===== config.mk =====
export PLATFORM = sky130hd
export DESIGN_NAME = ex_top
export DESIGN_NICKNAME = d
export VERILOG_FILES = /design/src/hdl/ex_pkg.sv /design/src/hdl/alu.sv /design/src/hdl/alu_control.sv /design/src/hdl/ex_top.sv /design/src/hdl/execute_stage.sv /design/src/hdl/forward_unit.sv
export SDC_FILE = /design/constraint.sdc
export NUM_CORES = 1
export LEC_CHECK = 0
export BUFFER_PORTS_ARGS = -buffer_cell sky130_fd_sc_hd__buf_4
export CORE_MARGIN = 4
export CORE_UTILIZATION = 55
export CTS_BUF_LIST = sky130_fd_sc_hd__clkbuf_4 sky130_fd_sc_hd__clkbuf_8 sky130_fd_sc_hd__clkbuf_16
export CTS_CLUSTER_DIAMETER = 150
export CTS_CLUSTER_SIZE = 8
export DETAILED_ROUTE_END_ITERATION = 7
export PLACE_DENSITY_LB_ADDON = 0.15
export SLEW_MARGIN = 15
export SYNTH_ARGS = -nofsm -noshare
export SYNTH_HDL_FRONTEND = slang
export SYNTH_SLANG_ARGS = --single-unit

===== constraint.sdc =====
create_clock -name i_clk -period 5.88 [get_ports i_clk]
set_input_delay 0.294 -clock i_clk [delete_from_list [all_inputs] [get_ports i_clk]]
set_output_delay 0.294 -clock i_clk [all_outputs]
set_load 0.02 [all_outputs]

===== src/hdl/ex_pkg.sv =====
package ex_pkg;

    //////////////////////////////
    // Widths and basic types
    //////////////////////////////
    localparam int DATA_W = 32;
    localparam int REG_W  = 5;
    localparam int OP_W   = 6;

    typedef logic [DATA_W-1:0] word_t;
    typedef logic [REG_W-1:0]  reg_idx_t;
    typedef logic [OP_W-1:0]   opcode_t;
    typedef logic [5:0]        funct_t;
    typedef logic [3:0]        alu_ctrl_t;
    typedef logic [1:0]        aluop_t;
    typedef logic [1:0]        fwd_sel_t;

    // ALU operation codes
    localparam alu_ctrl_t ALU_ADD  = 4'd0;
    localparam alu_ctrl_t ALU_SUB  = 4'd1;
    localparam alu_ctrl_t ALU_AND  = 4'd2;
    localparam alu_ctrl_t ALU_OR   = 4'd3;
    localparam alu_ctrl_t ALU_XOR  = 4'd4;
    localparam alu_ctrl_t ALU_NOR  = 4'd5;
    localparam alu_ctrl_t ALU_SLT  = 4'd6;
    localparam alu_ctrl_t ALU_SLTU = 4'd7;
    localparam alu_ctrl_t ALU_SLL  = 4'd8;
    localparam alu_ctrl_t ALU_SRL  = 4'd9;
    localparam alu_ctrl_t ALU_SRA  = 4'd10;
    localparam alu_ctrl_t ALU_LUI  = 4'd11;

    // Primary opcodes
    localparam opcode_t OP_RTYPE = 6'h00;
    localparam opcode_t OP_ADDI  = 6'h08;
    localparam opcode_t OP_ADDIU = 6'h09;
    localparam opcode_t OP_SLTI  = 6'h0a;
    localparam opcode_t OP_SLTIU = 6'h0b;
    localparam opcode_t OP_ANDI  = 6'h0c;
    localparam opcode_t OP_ORI   = 6'h0d;
    localparam opcode_t OP_XORI  = 6'h0e;
    localparam opcode_t OP_LUI   = 6'h0f;

    // R-type function codes
    localparam funct_t FN_SLL  = 6'h00;
    localparam funct_t FN_SRL  = 6'h02;
    localparam funct_t FN_SRA  = 6'h03;
    localparam funct_t FN_SLLV = 6'h04;
    localparam funct_t FN_SRLV = 6'h06;
    localparam funct_t FN_SRAV = 6'h07;
    localparam funct_t FN_ADD  = 6'h20;
    localparam funct_t FN_ADDU = 6'h21;
    localparam funct_t FN_SUB  = 6'h22;
    localparam funct_t FN_SUBU = 6'h23;
    localparam funct_t FN_AND  = 6'h24;
    localparam funct_t FN_OR   = 6'h25;
    localparam funct_t FN_XOR  = 6'h26;
    localparam funct_t FN_NOR  = 6'h27;
    localparam funct_t FN_SLT  = 6'h2a;
    localparam funct_t FN_SLTU = 6'h2b;

    // ALU class and operand source selects
    localparam aluop_t ALUOP_ADD    = 2'b00;
    localparam aluop_t ALUOP_FUNCT  = 2'b10;
    localparam aluop_t ALUOP_OPCODE = 2'b11;

    localparam fwd_sel_t FWD_REG = 2'b00;
    localparam fwd_sel_t FWD_MEM = 2'b10;
    localparam fwd_sel_t FWD_WB  = 2'b01;

    //////////////////////////////
    // Pipeline structs
    //////////////////////////////
    typedef struct packed {
        logic   regdst;
        logic   alusrc;
        aluop_t aluop;
    } ex_ctrl_t;

    typedef struct packed {
        logic     valid;
        opcode_t  opcode;
        reg_idx_t rs;
        reg_idx_t rt;
        reg_idx_t rd;
        word_t    rs_data;
        word_t    rt_data;
        word_t    imm;
        ex_ctrl_t ctrl;
    } issue_t;

    typedef struct packed {
        logic     valid;
        reg_idx_t dest;
        word_t    result;
    } mem_stage_t;

    typedef struct packed {
        logic     valid;
        reg_idx_t dest;
        word_t    data;
    } wb_t;

endpackage


===== src/hdl/alu.sv =====
`timescale 1ns/1ps

module alu (
    input  ex_pkg::word_t     i_a,
    input  ex_pkg::word_t     i_b,
    input  logic [4:0]        i_shamt,
    input  ex_pkg::alu_ctrl_t i_ctrl,
    output ex_pkg::word_t     o_result
);

    import ex_pkg::*;

    logic lt_signed;
    logic lt_unsigned;

    // Compare results shared by SLT and SLTU
    assign lt_signed   = $signed(i_a) < $signed(i_b);
    assign lt_unsigned = i_a < i_b;

    //////////////////////////////
    // Operation select
    //////////////////////////////
    always_comb begin
        case (i_ctrl)
            ALU_ADD: begin
                o_result = i_a + i_b;
            end
            ALU_SUB: begin
                o_result = i_a - i_b;
            end
            ALU_AND:  o_result = i_a & i_b;
            ALU_OR:   o_result = i_a | i_b;
            ALU_XOR:  o_result = i_a ^ i_b;
            ALU_NOR:  o_result = ~(i_a | i_b);
            ALU_SLT:  o_result = {{(DATA_W-1){1'b0}}, lt_signed};
            ALU_SLTU: o_result = {{(DATA_W-1){1'b0}}, lt_unsigned};
            // Shifts act on the rt side with the amount chosen upstream
            ALU_SLL:  o_result = i_b << i_shamt;
            ALU_SRL:  o_result = i_b >> i_shamt;
            ALU_SRA: begin
                // Sign fill from bit 31
                o_result = word_t'($signed(i_b) >>> i_shamt);
            end
            ALU_LUI: begin
                o_result = {i_b[15:0], 16'h0000};
            end
            default: begin
                o_result = i_a + i_b;
            end
        endcase
    end

endmodule


===== src/hdl/alu_control.sv =====
`timescale 1ns/1ps

module alu_control (
    input  ex_pkg::aluop_t    i_aluop,
    input  ex_pkg::opcode_t   i_opcode,
    input  ex_pkg::funct_t    i_funct,
    output ex_pkg::alu_ctrl_t o_ctrl,
    output logic              o_zero_ext,
    output logic              o_var_shift
);

    import ex_pkg::*;

    alu_ctrl_t funct_ctrl;
    alu_ctrl_t opcode_ctrl;

    //////////////////////////////
    // R-type decode
    //////////////////////////////
    always_comb begin
        case (i_funct)
            FN_ADD, FN_ADDU:  funct_ctrl = ALU_ADD;
            FN_SUB, FN_SUBU:  funct_ctrl = ALU_SUB;
            FN_AND:           funct_ctrl = ALU_AND;
            FN_OR:            funct_ctrl = ALU_OR;
            FN_XOR:           funct_ctrl = ALU_XOR;
            FN_NOR:           funct_ctrl = ALU_NOR;
            FN_SLT:           funct_ctrl = ALU_SLT;
            FN_SLTU:          funct_ctrl = ALU_SLTU;
            FN_SLL, FN_SLLV:  funct_ctrl = ALU_SLL;
            FN_SRL, FN_SRLV:  funct_ctrl = ALU_SRL;
            FN_SRA, FN_SRAV:  funct_ctrl = ALU_SRA;
            default:          funct_ctrl = ALU_ADD;
        endcase
    end

    //////////////////////////////
    // I-type decode
    //////////////////////////////
    always_comb begin
        case (i_opcode)
            OP_ADDI, OP_ADDIU: opcode_ctrl = ALU_ADD;
            OP_SLTI:           opcode_ctrl = ALU_SLT;
            OP_SLTIU:          opcode_ctrl = ALU_SLTU;
            OP_ANDI:           opcode_ctrl = ALU_AND;
            OP_ORI:            opcode_ctrl = ALU_OR;
            OP_XORI:           opcode_ctrl = ALU_XOR;
            OP_LUI:            opcode_ctrl = ALU_LUI;
            default:           opcode_ctrl = ALU_ADD;
        endcase
    end

    always_comb begin
        case (i_aluop)
            ALUOP_FUNCT:  o_ctrl = funct_ctrl;
            ALUOP_OPCODE: o_ctrl = opcode_ctrl;
            default:      o_ctrl = ALU_ADD;
        endcase
    end

    // Logical immediates are zero extended
    assign o_zero_ext = (i_aluop == ALUOP_OPCODE) &&
                        (i_opcode == OP_ANDI || i_opcode == OP_ORI || i_opcode == OP_XORI);

    // V shifts take the amount from rs
    assign o_var_shift = (i_aluop == ALUOP_FUNCT) &&
                         (i_funct == FN_SLLV || i_funct == FN_SRLV || i_funct == FN_SRAV);

endmodule


===== src/hdl/ex_top.sv =====
`timescale 1ns/1ps

module ex_top (
    input  logic               i_clk,
    input  logic               i_rst_n,
    input  ex_pkg::issue_t     i_issue,
    input  ex_pkg::wb_t        i_wb,
    output ex_pkg::mem_stage_t o_mem
);

    import ex_pkg::*;

    reg_idx_t src_rs;
    reg_idx_t src_rt;
    fwd_sel_t fwd_a;
    fwd_sel_t fwd_b;

    //////////////////////////////
    // Datapath
    //////////////////////////////
    execute_stage execute_stage_i (
        .i_clk    (i_clk),
        .i_rst_n  (i_rst_n),
        .i_issue  (i_issue),
        .i_wb     (i_wb),
        .i_fwd_a  (fwd_a),
        .i_fwd_b  (fwd_b),
        .o_src_rs (src_rs),
        .o_src_rt (src_rt),
        .o_mem    (o_mem)
    );

    //////////////////////////////
    // Forwarding
    //////////////////////////////
    // Selects settle in the same cycle from the EX/MEM
    // register and the write-back bus
    forward_unit forward_unit_i (
        .i_rs    (src_rs),
        .i_rt    (src_rt),
        .i_mem   (o_mem),
        .i_wb    (i_wb),
        .o_fwd_a (fwd_a),
        .o_fwd_b (fwd_b)
    );

endmodule


===== src/hdl/execute_stage.sv =====
`timescale 1ns/1ps

module execute_stage (
    input  logic               i_clk,
    input  logic               i_rst_n,
    input  ex_pkg::issue_t     i_issue,
    input  ex_pkg::wb_t        i_wb,
    input  ex_pkg::fwd_sel_t   i_fwd_a,
    input  ex_pkg::fwd_sel_t   i_fwd_b,
    output ex_pkg::reg_idx_t   o_src_rs,
    output ex_pkg::reg_idx_t   o_src_rt,
    output ex_pkg::mem_stage_t o_mem
);

    import ex_pkg::*;

    issue_t     id_ex_q;
    mem_stage_t ex_mem_q;

    word_t     op_a;
    word_t     fwd_b_data;
    word_t     op_b;
    word_t     imm_ext;
    word_t     alu_result;
    alu_ctrl_t alu_ctrl;
    logic      zero_ext;
    logic      var_shift;
    logic [4:0] shamt;
    reg_idx_t  dest;

    // Three-way operand source select
    function automatic word_t select_operand(
        input fwd_sel_t sel,
        input word_t    reg_val,
        input word_t    mem_val,
        input word_t    wb_val
    );
        word_t val;
        case (sel)
            FWD_MEM: val = mem_val;
            FWD_WB:  val = wb_val;
            default: val = reg_val;
        endcase
        return val;
    endfunction

    //////////////////////////////
    // ID/EX register
    //////////////////////////////
    always_ff @(posedge i_clk or negedge i_rst_n) begin
        if (!i_rst_n) begin
            id_ex_q <= '0;
        end else begin
            id_ex_q <= i_issue;
        end
    end

    assign o_src_rs = id_ex_q.rs;
    assign o_src_rt = id_ex_q.rt;

    //////////////////////////////
    // Operand selection
    //////////////////////////////
    assign op_a       = select_operand(i_fwd_a, id_ex_q.rs_data, ex_mem_q.result, i_wb.data);
    assign fwd_b_data = select_operand(i_fwd_b, id_ex_q.rt_data, ex_mem_q.result, i_wb.data);

    // ANDI, ORI and XORI drop the sign extension
    assign imm_ext = zero_ext ? {16'h0000, id_ex_q.imm[15:0]} : id_ex_q.imm;
    assign op_b    = id_ex_q.ctrl.alusrc ? imm_ext : fwd_b_data;

    // Shamt field or rs bits 4 to 0
    assign shamt = var_shift ? op_a[4:0] : id_ex_q.imm[10:6];

    alu_control alu_control_i (
        .i_aluop     (id_ex_q.ctrl.aluop),
        .i_opcode    (id_ex_q.opcode),
        .i_funct     (id_ex_q.imm[5:0]),
        .o_ctrl      (alu_ctrl),
        .o_zero_ext  (zero_ext),
        .o_var_shift (var_shift)
    );

    alu alu_i (
        .i_a      (op_a),
        .i_b      (op_b),
        .i_shamt  (shamt),
        .i_ctrl   (alu_ctrl),
        .o_result (alu_result)
    );

    assign dest = id_ex_q.ctrl.regdst ? id_ex_q.rd : id_ex_q.rt;

    //////////////////////////////
    // EX/MEM register
    //////////////////////////////
    always_ff @(posedge i_clk or negedge i_rst_n) begin
        if (!i_rst_n) begin
            ex_mem_q <= '0;
        end else begin
            ex_mem_q.valid  <= id_ex_q.valid;
            ex_mem_q.dest   <= dest;
            ex_mem_q.result <= alu_result;
        end
    end

    assign o_mem = ex_mem_q;

endmodule


===== src/hdl/forward_unit.sv =====
`timescale 1ns/1ps

module forward_unit (
    input  ex_pkg::reg_idx_t   i_rs,
    input  ex_pkg::reg_idx_t   i_rt,
    input  ex_pkg::mem_stage_t i_mem,
    input  ex_pkg::wb_t        i_wb,
    output ex_pkg::fwd_sel_t   o_fwd_a,
    output ex_pkg::fwd_sel_t   o_fwd_b
);

    import ex_pkg::*;

    logic mem_live;
    logic wb_live;

    // r0 is hardwired, so a write to it never forwards
    assign mem_live = i_mem.valid && (i_mem.dest != '0);
    assign wb_live  = i_wb.valid && (i_wb.dest != '0);

    // Youngest producer has priority
    function automatic fwd_sel_t pick_source(input reg_idx_t src);
        fwd_sel_t sel;
        if (mem_live && (i_mem.dest == src)) begin
            sel = FWD_MEM;
        end else if (wb_live && (i_wb.dest == src)) begin
            sel = FWD_WB;
        end else begin
            sel = FWD_REG;
        end
        return sel;
    endfunction

    //////////////////////////////
    // Per-operand selects
    //////////////////////////////
    always_comb begin
        o_fwd_a = pick_source(i_rs);
        o_fwd_b = pick_source(i_rt);
    end

endmodule


# Word level (Yosys, flattened, before mapping)

Memory sizes are Yosys's and may differ from the RTL's.
Index checks and enable logic that the tools add are counted.

Magnitude comparators: 2
Shift operators: 3
Bitwise operators: 4
Muxes and demuxes: 13
Equality and inequality tests: 27
Reduce and logical (&&, ||, !) cells: 15
Add/sub/neg operators: 2

Operators with widths:

| cell                 | number |
|---|---|
| $pmux W32 S11        | 1 |
| $pmux W32 S2         | 2 |
| $lt A32 B32 Y1       | 2 |
| $mux W32             | 2 |
| $add A32 B32 Y32     | 1 |
| $and A32 B32 Y32     | 1 |
| $not A32 Y32         | 1 |
| $or A32 B32 Y32      | 1 |
| $shl A32 B5 Y32      | 1 |
| $shr A32 B5 Y32      | 1 |
| $sshr A32 B5 Y32     | 1 |
| $sub A32 B32 Y32     | 1 |
| $xor A32 B32 Y32     | 1 |
| $eq A5 B5 Y1         | 4 |
| $eq A6 B3 Y1 const B | 3 |
| $eq A6 B4 Y1 const B | 3 |
| $eq A4 B3 Y1 const B | 4 |
| $eq A4 B4 Y1 const B | 4 |
| $mux W5              | 2 |
| $reduce_bool A5 Y1   | 2 |
| $eq A2 B2 Y1 const B | 4 |
| $eq A4 B2 Y1 const B | 2 |
| $logic_and A1 B1 Y1  | 8 |
| $pmux W4 S2          | 1 |
| other kinds (7)      | 13 |

Memories: 2
Bits in registers: 160
Bits of input ports: 162
Bits in read-only memories: 320
Logic and storage cells: 82
Output and inout port bits: 38

Memory list:

| name            | words | bits a word | rd ports | clocked after Yosys merged registers in | write ports | line              | source |
|---|---|---|---|---|---|---|---|
| (no name shown) | 64    | 4           | 1        | 0                                       | 0           | alu_control.sv:21 | `case (i_funct)` |
| (no name shown) | 16    | 4           | 1        | 0                                       | 0           | alu_control.sv:41 | `case (i_opcode)` |

# Longest topological paths before layout

Depth after elaboration: 11
Mapped depth: 23
Mapped depth without buffers: 19

# Cells and area by module

From an unflattened synthesis, not the netlist that was laid out.

Cell total of the unflattened synthesis: 1858
Area, all modules: 15889.0 µm²

Modules (own cells, without submodules):

| module        | times used | cells an instance | seq. area each (µm²) | area each (µm²) |
|---|---|---|---|---|
| alu           | 1          | 1342              | 0.0                  | 9402.8 |
| execute_stage | 1          | 453               | 4003.8               | 6035.8 |
| forward_unit  | 1          | 34                | 0.0                  | 257.7 |
| alu_control   | 1          | 29                | 0.0                  | 192.7 |

# Worst setup path before layout

No wires, ideal clock.

Kind: register to register
Start: reg execute_stage_i.ex_mem_q, in the netlist execute_stage_i.o_mem[35]
End: reg execute_stage_i.ex_mem_q, in the netlist execute_stage_i.o_mem[24]
Path buffers: 2
Data required time: 5.756 ns
Stages on the path, launching flop included: 22
Clock period less this slack: 4.937 ns
Data arrival time: 4.813 ns
Setup slack: 0.943 ns
Library setup time: 0.124 ns
Cells stage by stage: dfrtp_1 > or4_4 > o211ai_4 > or2_1 > buf_6 > buf_2 > nor3_1 > a221oi_1 > inv_1 > ha_1 > a21o_1 > a21o_1 > a21oi_1 > o21ai_0 > a21o_1 > a21oi_1 > nand2b_1 > o311a_1 > o21ai_1 > o21ai_0 > mux2i_1 > a211o_1

Longest elaborated chain between the ends: 10
Elaborated cells between the ends (all ways): 26
Classes of those cells: 2 x add/sub; 6 x eq/ne; 3 x shift; 7 x mux; 4 x bitwise; 4 x reduce/logical

RTL lines:

| element                                                  | line                | source |
|---|---|---|
| start, declared                                          | execute_stage.sv:18 | `mem_stage_t ex_mem_q;` |
| branches (longest 9 deep; another with $add A32 B32 Y32) | --                  |  |
| $pmux W32 S11 (*)                                        | alu.sv:24           | `case (i_ctrl)` |
| via execute_stage_i.alu_i.o_result[24]                   | alu.sv:8            | `output ex_pkg::word_t o_result` |

Mark *: on every way through the listed nets, which the timed path passes.

# Final worst setup path

Start: reg execute_stage_i.ex_mem_q, in the netlist execute_stage_i.o_mem[35]
End: reg execute_stage_i.ex_mem_q, in the netlist execute_stage_i.o_mem[29]

Same word-level chain as after synthesis.

==> flow_results.org <==
** Cells and area
- Utilization of the core after routing :: a little over two thirds
- Net count of the finished layout :: ~2600
- Number of antenna cells inserted :: 0
- The multi-input combinational cells in the finished layout cover a total of 11530 µm².
- Of the cells placed in the final design, the portion with a size suffix greater than 1 is between 10% and 20%.
- FF/Latch Area :: around 4000 µm²
- Layout overhead on the synthesized area :: 25.27%
- Total of fill cells in the finished design :: about 2400

** Min path
- The worst hold path begins at execute_stage_i.id_ex_q[121].
- Worst hold endpoint :: execute_stage_i.o_mem[37]
- The min-delay analysis places its worst path in the category flip-flop to flip-flop.
- The worst hold path was traced through 0 stages.

** Die
- The die covers 32890 µm².
- Measured along the x axis, the die boundary spans about 180 µm.
- Std-Cell Rows :: 63
- Count of pins on the block boundary :: 200
- For this configuration, the core starts out at a cell density of 55.77%.
- The die is about 180 µm tall.
- The floorplan step defined a core boundary enclosing 29640 µm².

** STA
- The max-slew violation total from the final report came to 0.
- The final count of hold timing violations came to 0.
- In this run the tightest slew margin relative to its limit is between 20% and 30%.
- Maximum clock skew at final layout :: around 0.015 ns
- Final worst path period share :: roughly 98%
- Setup TNS Final :: 0 ns
- Setup repair after global routing left no endpoint under its margin.
- Worst Max-Slew Pin Slew :: around 1.2 ns
- Final setup violating endpoints :: 0
- Minimum period implied by the final worst setup slack :: approximately 5.8 ns
- Max Clock Freq :: around 0.17 GHz

** Worst setup path
- For the worst flop-to-flop path, the logic depth is 15.
- Minimum setup slack among reg-to-reg paths :: between 0.1 and 0.15 ns
- Traced cell by cell, the critical path runs through or4_4 > o211ai_4 > buf_4 > o21ba_2 > a221o_1 > inv_1 > ha_1 > o21bai_1 > a32oi_1 > o2111ai_1 > a311oi_1 > o21ai_0 > nor4b_1 > o21ai_1 > a22oi_1.
- Among all stages on the critical path, the largest delay is contributed by sky130_fd_sc_hd__a221o_1.
- Critical path fanouts, max :: 19
- Critical Path Max Stage Delay :: between 0.6 and 0.7 ns
- The startpoint identified for the worst register-to-register timing path is execute_stage_i.o_mem[35].
- STA puts the critical path data required time at approximately 6.2 ns.
- The worst register-to-register path ends at execute_stage_i.o_mem[29].
- For the worst setup path, the data arrival time is 6.08 ns.
- Origin of the worst setup path :: execute_stage_i.o_mem[35]
- The setup path with the least slack is of type flip-flop to flip-flop.
- STA classifies the critical path endpoint as a flip-flop.
- Critical path startpoint category :: flip-flop

** Synth
- Number of flip-flops and latches in the synthesized netlist :: 160
- The largest total area in the synthesized netlist belongs to sky130_fd_sc_hd__dfrtp_1.
- After synthesis, the share of flip-flops with an asynchronous set or reset is 100.0%.
- Share of synthesized area occupied by flip-flops and latches :: between 20% and 30%
- Among all flip-flop cells after synthesis, the most frequent one is sky130_fd_sc_hd__dfrtp_1.
- The commonest cells after synthesis are sky130_fd_sc_hd__nand2_1, sky130_fd_sc_hd__mux2i_1, sky130_fd_sc_hd__dfrtp_1.
- The cell area that synthesis handed to floorplanning was 16530 µm².
- Dividing the synthesized area by the synthesized cell count gives 8.264 µm².
- Number of flops mapped to enable cells by yosys :: 0
- During synthesis, Yosys emitted a total of 0 warnings.
- By area the synthesized netlist is led by sky130_fd_sc_hd__dfrtp_1, sky130_fd_sc_hd__mux2i_1, sky130_fd_sc_hd__ha_1.
- The synthesized design devotes to its leading area cell type roughly a quarter of total area.
- Leading cell type by number of instances after synthesis :: sky130_fd_sc_hd__nand2_1
- Yosys mapped the design onto a little under 100 distinct sky130hd cell types.
- Net count after synthesis :: approximately 2300
- Syn Inst Count :: 2000

** Drt
- Dividing the detail-routed via count by the number of cells gives approximately 7.1.
- After detailed routing, the average wire length per cell comes to roughly 28 µm.
- Vias :: around 19000
- The first TritonRoute pass finished after 8 iterations.
- Post-route DRC :: 2
- After the first detailed-routing iteration, the DRC count stood at approximately 3200.
- The count of nets left with antenna violations once routing finished came out at 0.
- DRT Wirelength :: 77020 µm

** Clock tree
- In this run the clock root is driven by a sky130_fd_sc_hd__clkbuf_16.
- Counting along the longest clock path gives a buffer depth of 2.
- After clock tree synthesis, the clock-pin slew on the worst setup and hold paths is around 0.08 ns.
- Buffers inserted during clock tree synthesis total 17.
- Number of clock sinks seen by CTS :: 160
- TritonCTS built the clock tree.
- Clock latency on the worst-skew pair, taken at its later pin, is roughly 0.46 ns.
- CTS built an H-tree with a depth of 4.

** Global routing
- The first global-routing pass estimated ~110000 µm of wire.
- Gr usage total :: ~45%
- Initial antenna violation count :: 2
- The via count of the first global-routing pass is between 15000 and 20000.
- Summed over all layers, the global routing overflow is 0.
- Entering global routing, the biggest net connects 85 pins.

** Outcome
- Outcome :: finished with violations
- Violated checks :: design-rule violations

** Run
- Across the run, the number of max-cap violations was 0.

** Placement
- During placement, the flow inserted port buffers numbering between 150 and 200.
- Weighted congestion reported at the end of routability-driven placement :: around 1.1
- Summed over all nets, the half-perimeter wirelength after detailed placement is between 50000 and 60000 µm.

** Power and ir drop
- Total power :: around 4.7 mW
- Static leakage :: a little over 9 nW
- Worst supply voltage drop on vdd :: between 0.0002 and 0.0003 V
- Cell Pwr Density :: around 230 nW/µm²
routing by layer:
metal,GRT usage (%),up-vias,part of all wire [%]
met5,0,-,0.018
met4,22.16,4,6.2
met1,58.41,9193,37
li1,-,8079,-
met3,15.30,387,14
met2,67.79,1651,42
critical path: cells and delay by family (launching register included):
kind,cells,cell delay (ns)
AOI/OAI and AO/OA,10,3.64
and+or+nand+nor,2,0.82
adders and majority gates,1,0.37
buffers and inverters,2,0.30
DFF,1,0.47
worst max-delay path by stage:
stage                                           end  slack (ns)  depth (start not counted)
after floorplan           execute_stage_i.o_mem[24]        0.94                         21
after global placement    execute_stage_i.o_mem[29]        0.49                         15
after detailed placement  execute_stage_i.o_mem[28]        0.38                         20
after CTS                 execute_stage_i.o_mem[28]        0.38                         19
after global routing      execute_stage_i.o_mem[29]       0.008                         19
final                     execute_stage_i.o_mem[29]        0.13                         15
stage by stage:
| stage | instance area (µm²) | cells | setup WS, ns | hold WS, ns |
|---|---|---|---|---|
| final | 20700 | 2724 | 0.1290 | 0.3504 |
| after CTS | 20680 | 2722 | 0.3769 | 0.3541 |
| after floorplan | 16530 | 2000 | 0.9432 | -0.001591 |
| after global placement | 18830 | 2567 | 0.4920 | 0.3347 |
| after global routing | 20700 | 2724 | 0.008149 | 0.3650 |
| after detailed placement | 18830 | 2567 | 0.3829 | 0.3379 |
power breakdown:
group	leakage [nW]	switching, mW	internal [mW]
Clock	0.298	0.581	0.649
Combinational	6.94	1.31	0.857
Sequential	1.86	0.138	1.22
Total	9.10	2.03	2.72
state kept, by name, summed over array words and instances (netlist names):
name,count
execute_stage_i.o_src_rt,5
execute_stage_i.id_ex_q,112
execute_stage_i.o_mem,38
execute_stage_i.o_src_rs,5
cell usage in the layout (no fill, tap or decap), types with 21 or more instances in the layout:
cell and count:
sky130_fd_sc_hd__xnor2_1 43, sky130_fd_sc_hd__o221ai_1 22, sky130_fd_sc_hd__and2_1 26, sky130_fd_sc_hd__dlygate4sd3_1 123
sky130_fd_sc_hd__a21oi_1 138, sky130_fd_sc_hd__nand3_1 45, sky130_fd_sc_hd__nor2_1 145, sky130_fd_sc_hd__inv_1 108
sky130_fd_sc_hd__o21ai_0 112, sky130_fd_sc_hd__a21o_1 27, sky130_fd_sc_hd__nand2_1 203, sky130_fd_sc_hd__buf_4 306
sky130_fd_sc_hd__nand4_1 21, sky130_fd_sc_hd__o211ai_1 37, sky130_fd_sc_hd__nor3_1 58, sky130_fd_sc_hd__ha_1 87
sky130_fd_sc_hd__dfrtp_1 159, sky130_fd_sc_hd__a31oi_1 24, sky130_fd_sc_hd__mux2_2 36, sky130_fd_sc_hd__mux2i_1 178
logic make-up after synthesis:
kind of cell	Yosys count	share of synthesized area, %
adder cells (fa/ha/maj)	89	6.828
flip-flops	160	24.22
multiplexers	236	15.88
AND/OR/NAND/NOR	591	16.84
buffers and inverters	246	6.457
AO/OA/AOI/OAI	617	26.54
XOR/XNOR	61	3.232
cell type report:
cell class              count  area share [%]
well taps                 390           2.357
flip-flops and latches    160           19.34
clock inverters            15          0.9306
clock buffers              17           2.055
multi-input cells        1594           55.69
repair buffers            435           17.58
inverters                 113           2.049
repair_timing:
action	4_1_cts	5_1_grt
hold buffers	123	0
hold endpoints to repair	205	0
endpoints found under the setup margin	0	2
setup buffers	0	2
resized for setup	0	1
(Power assumes the default switching activity.)
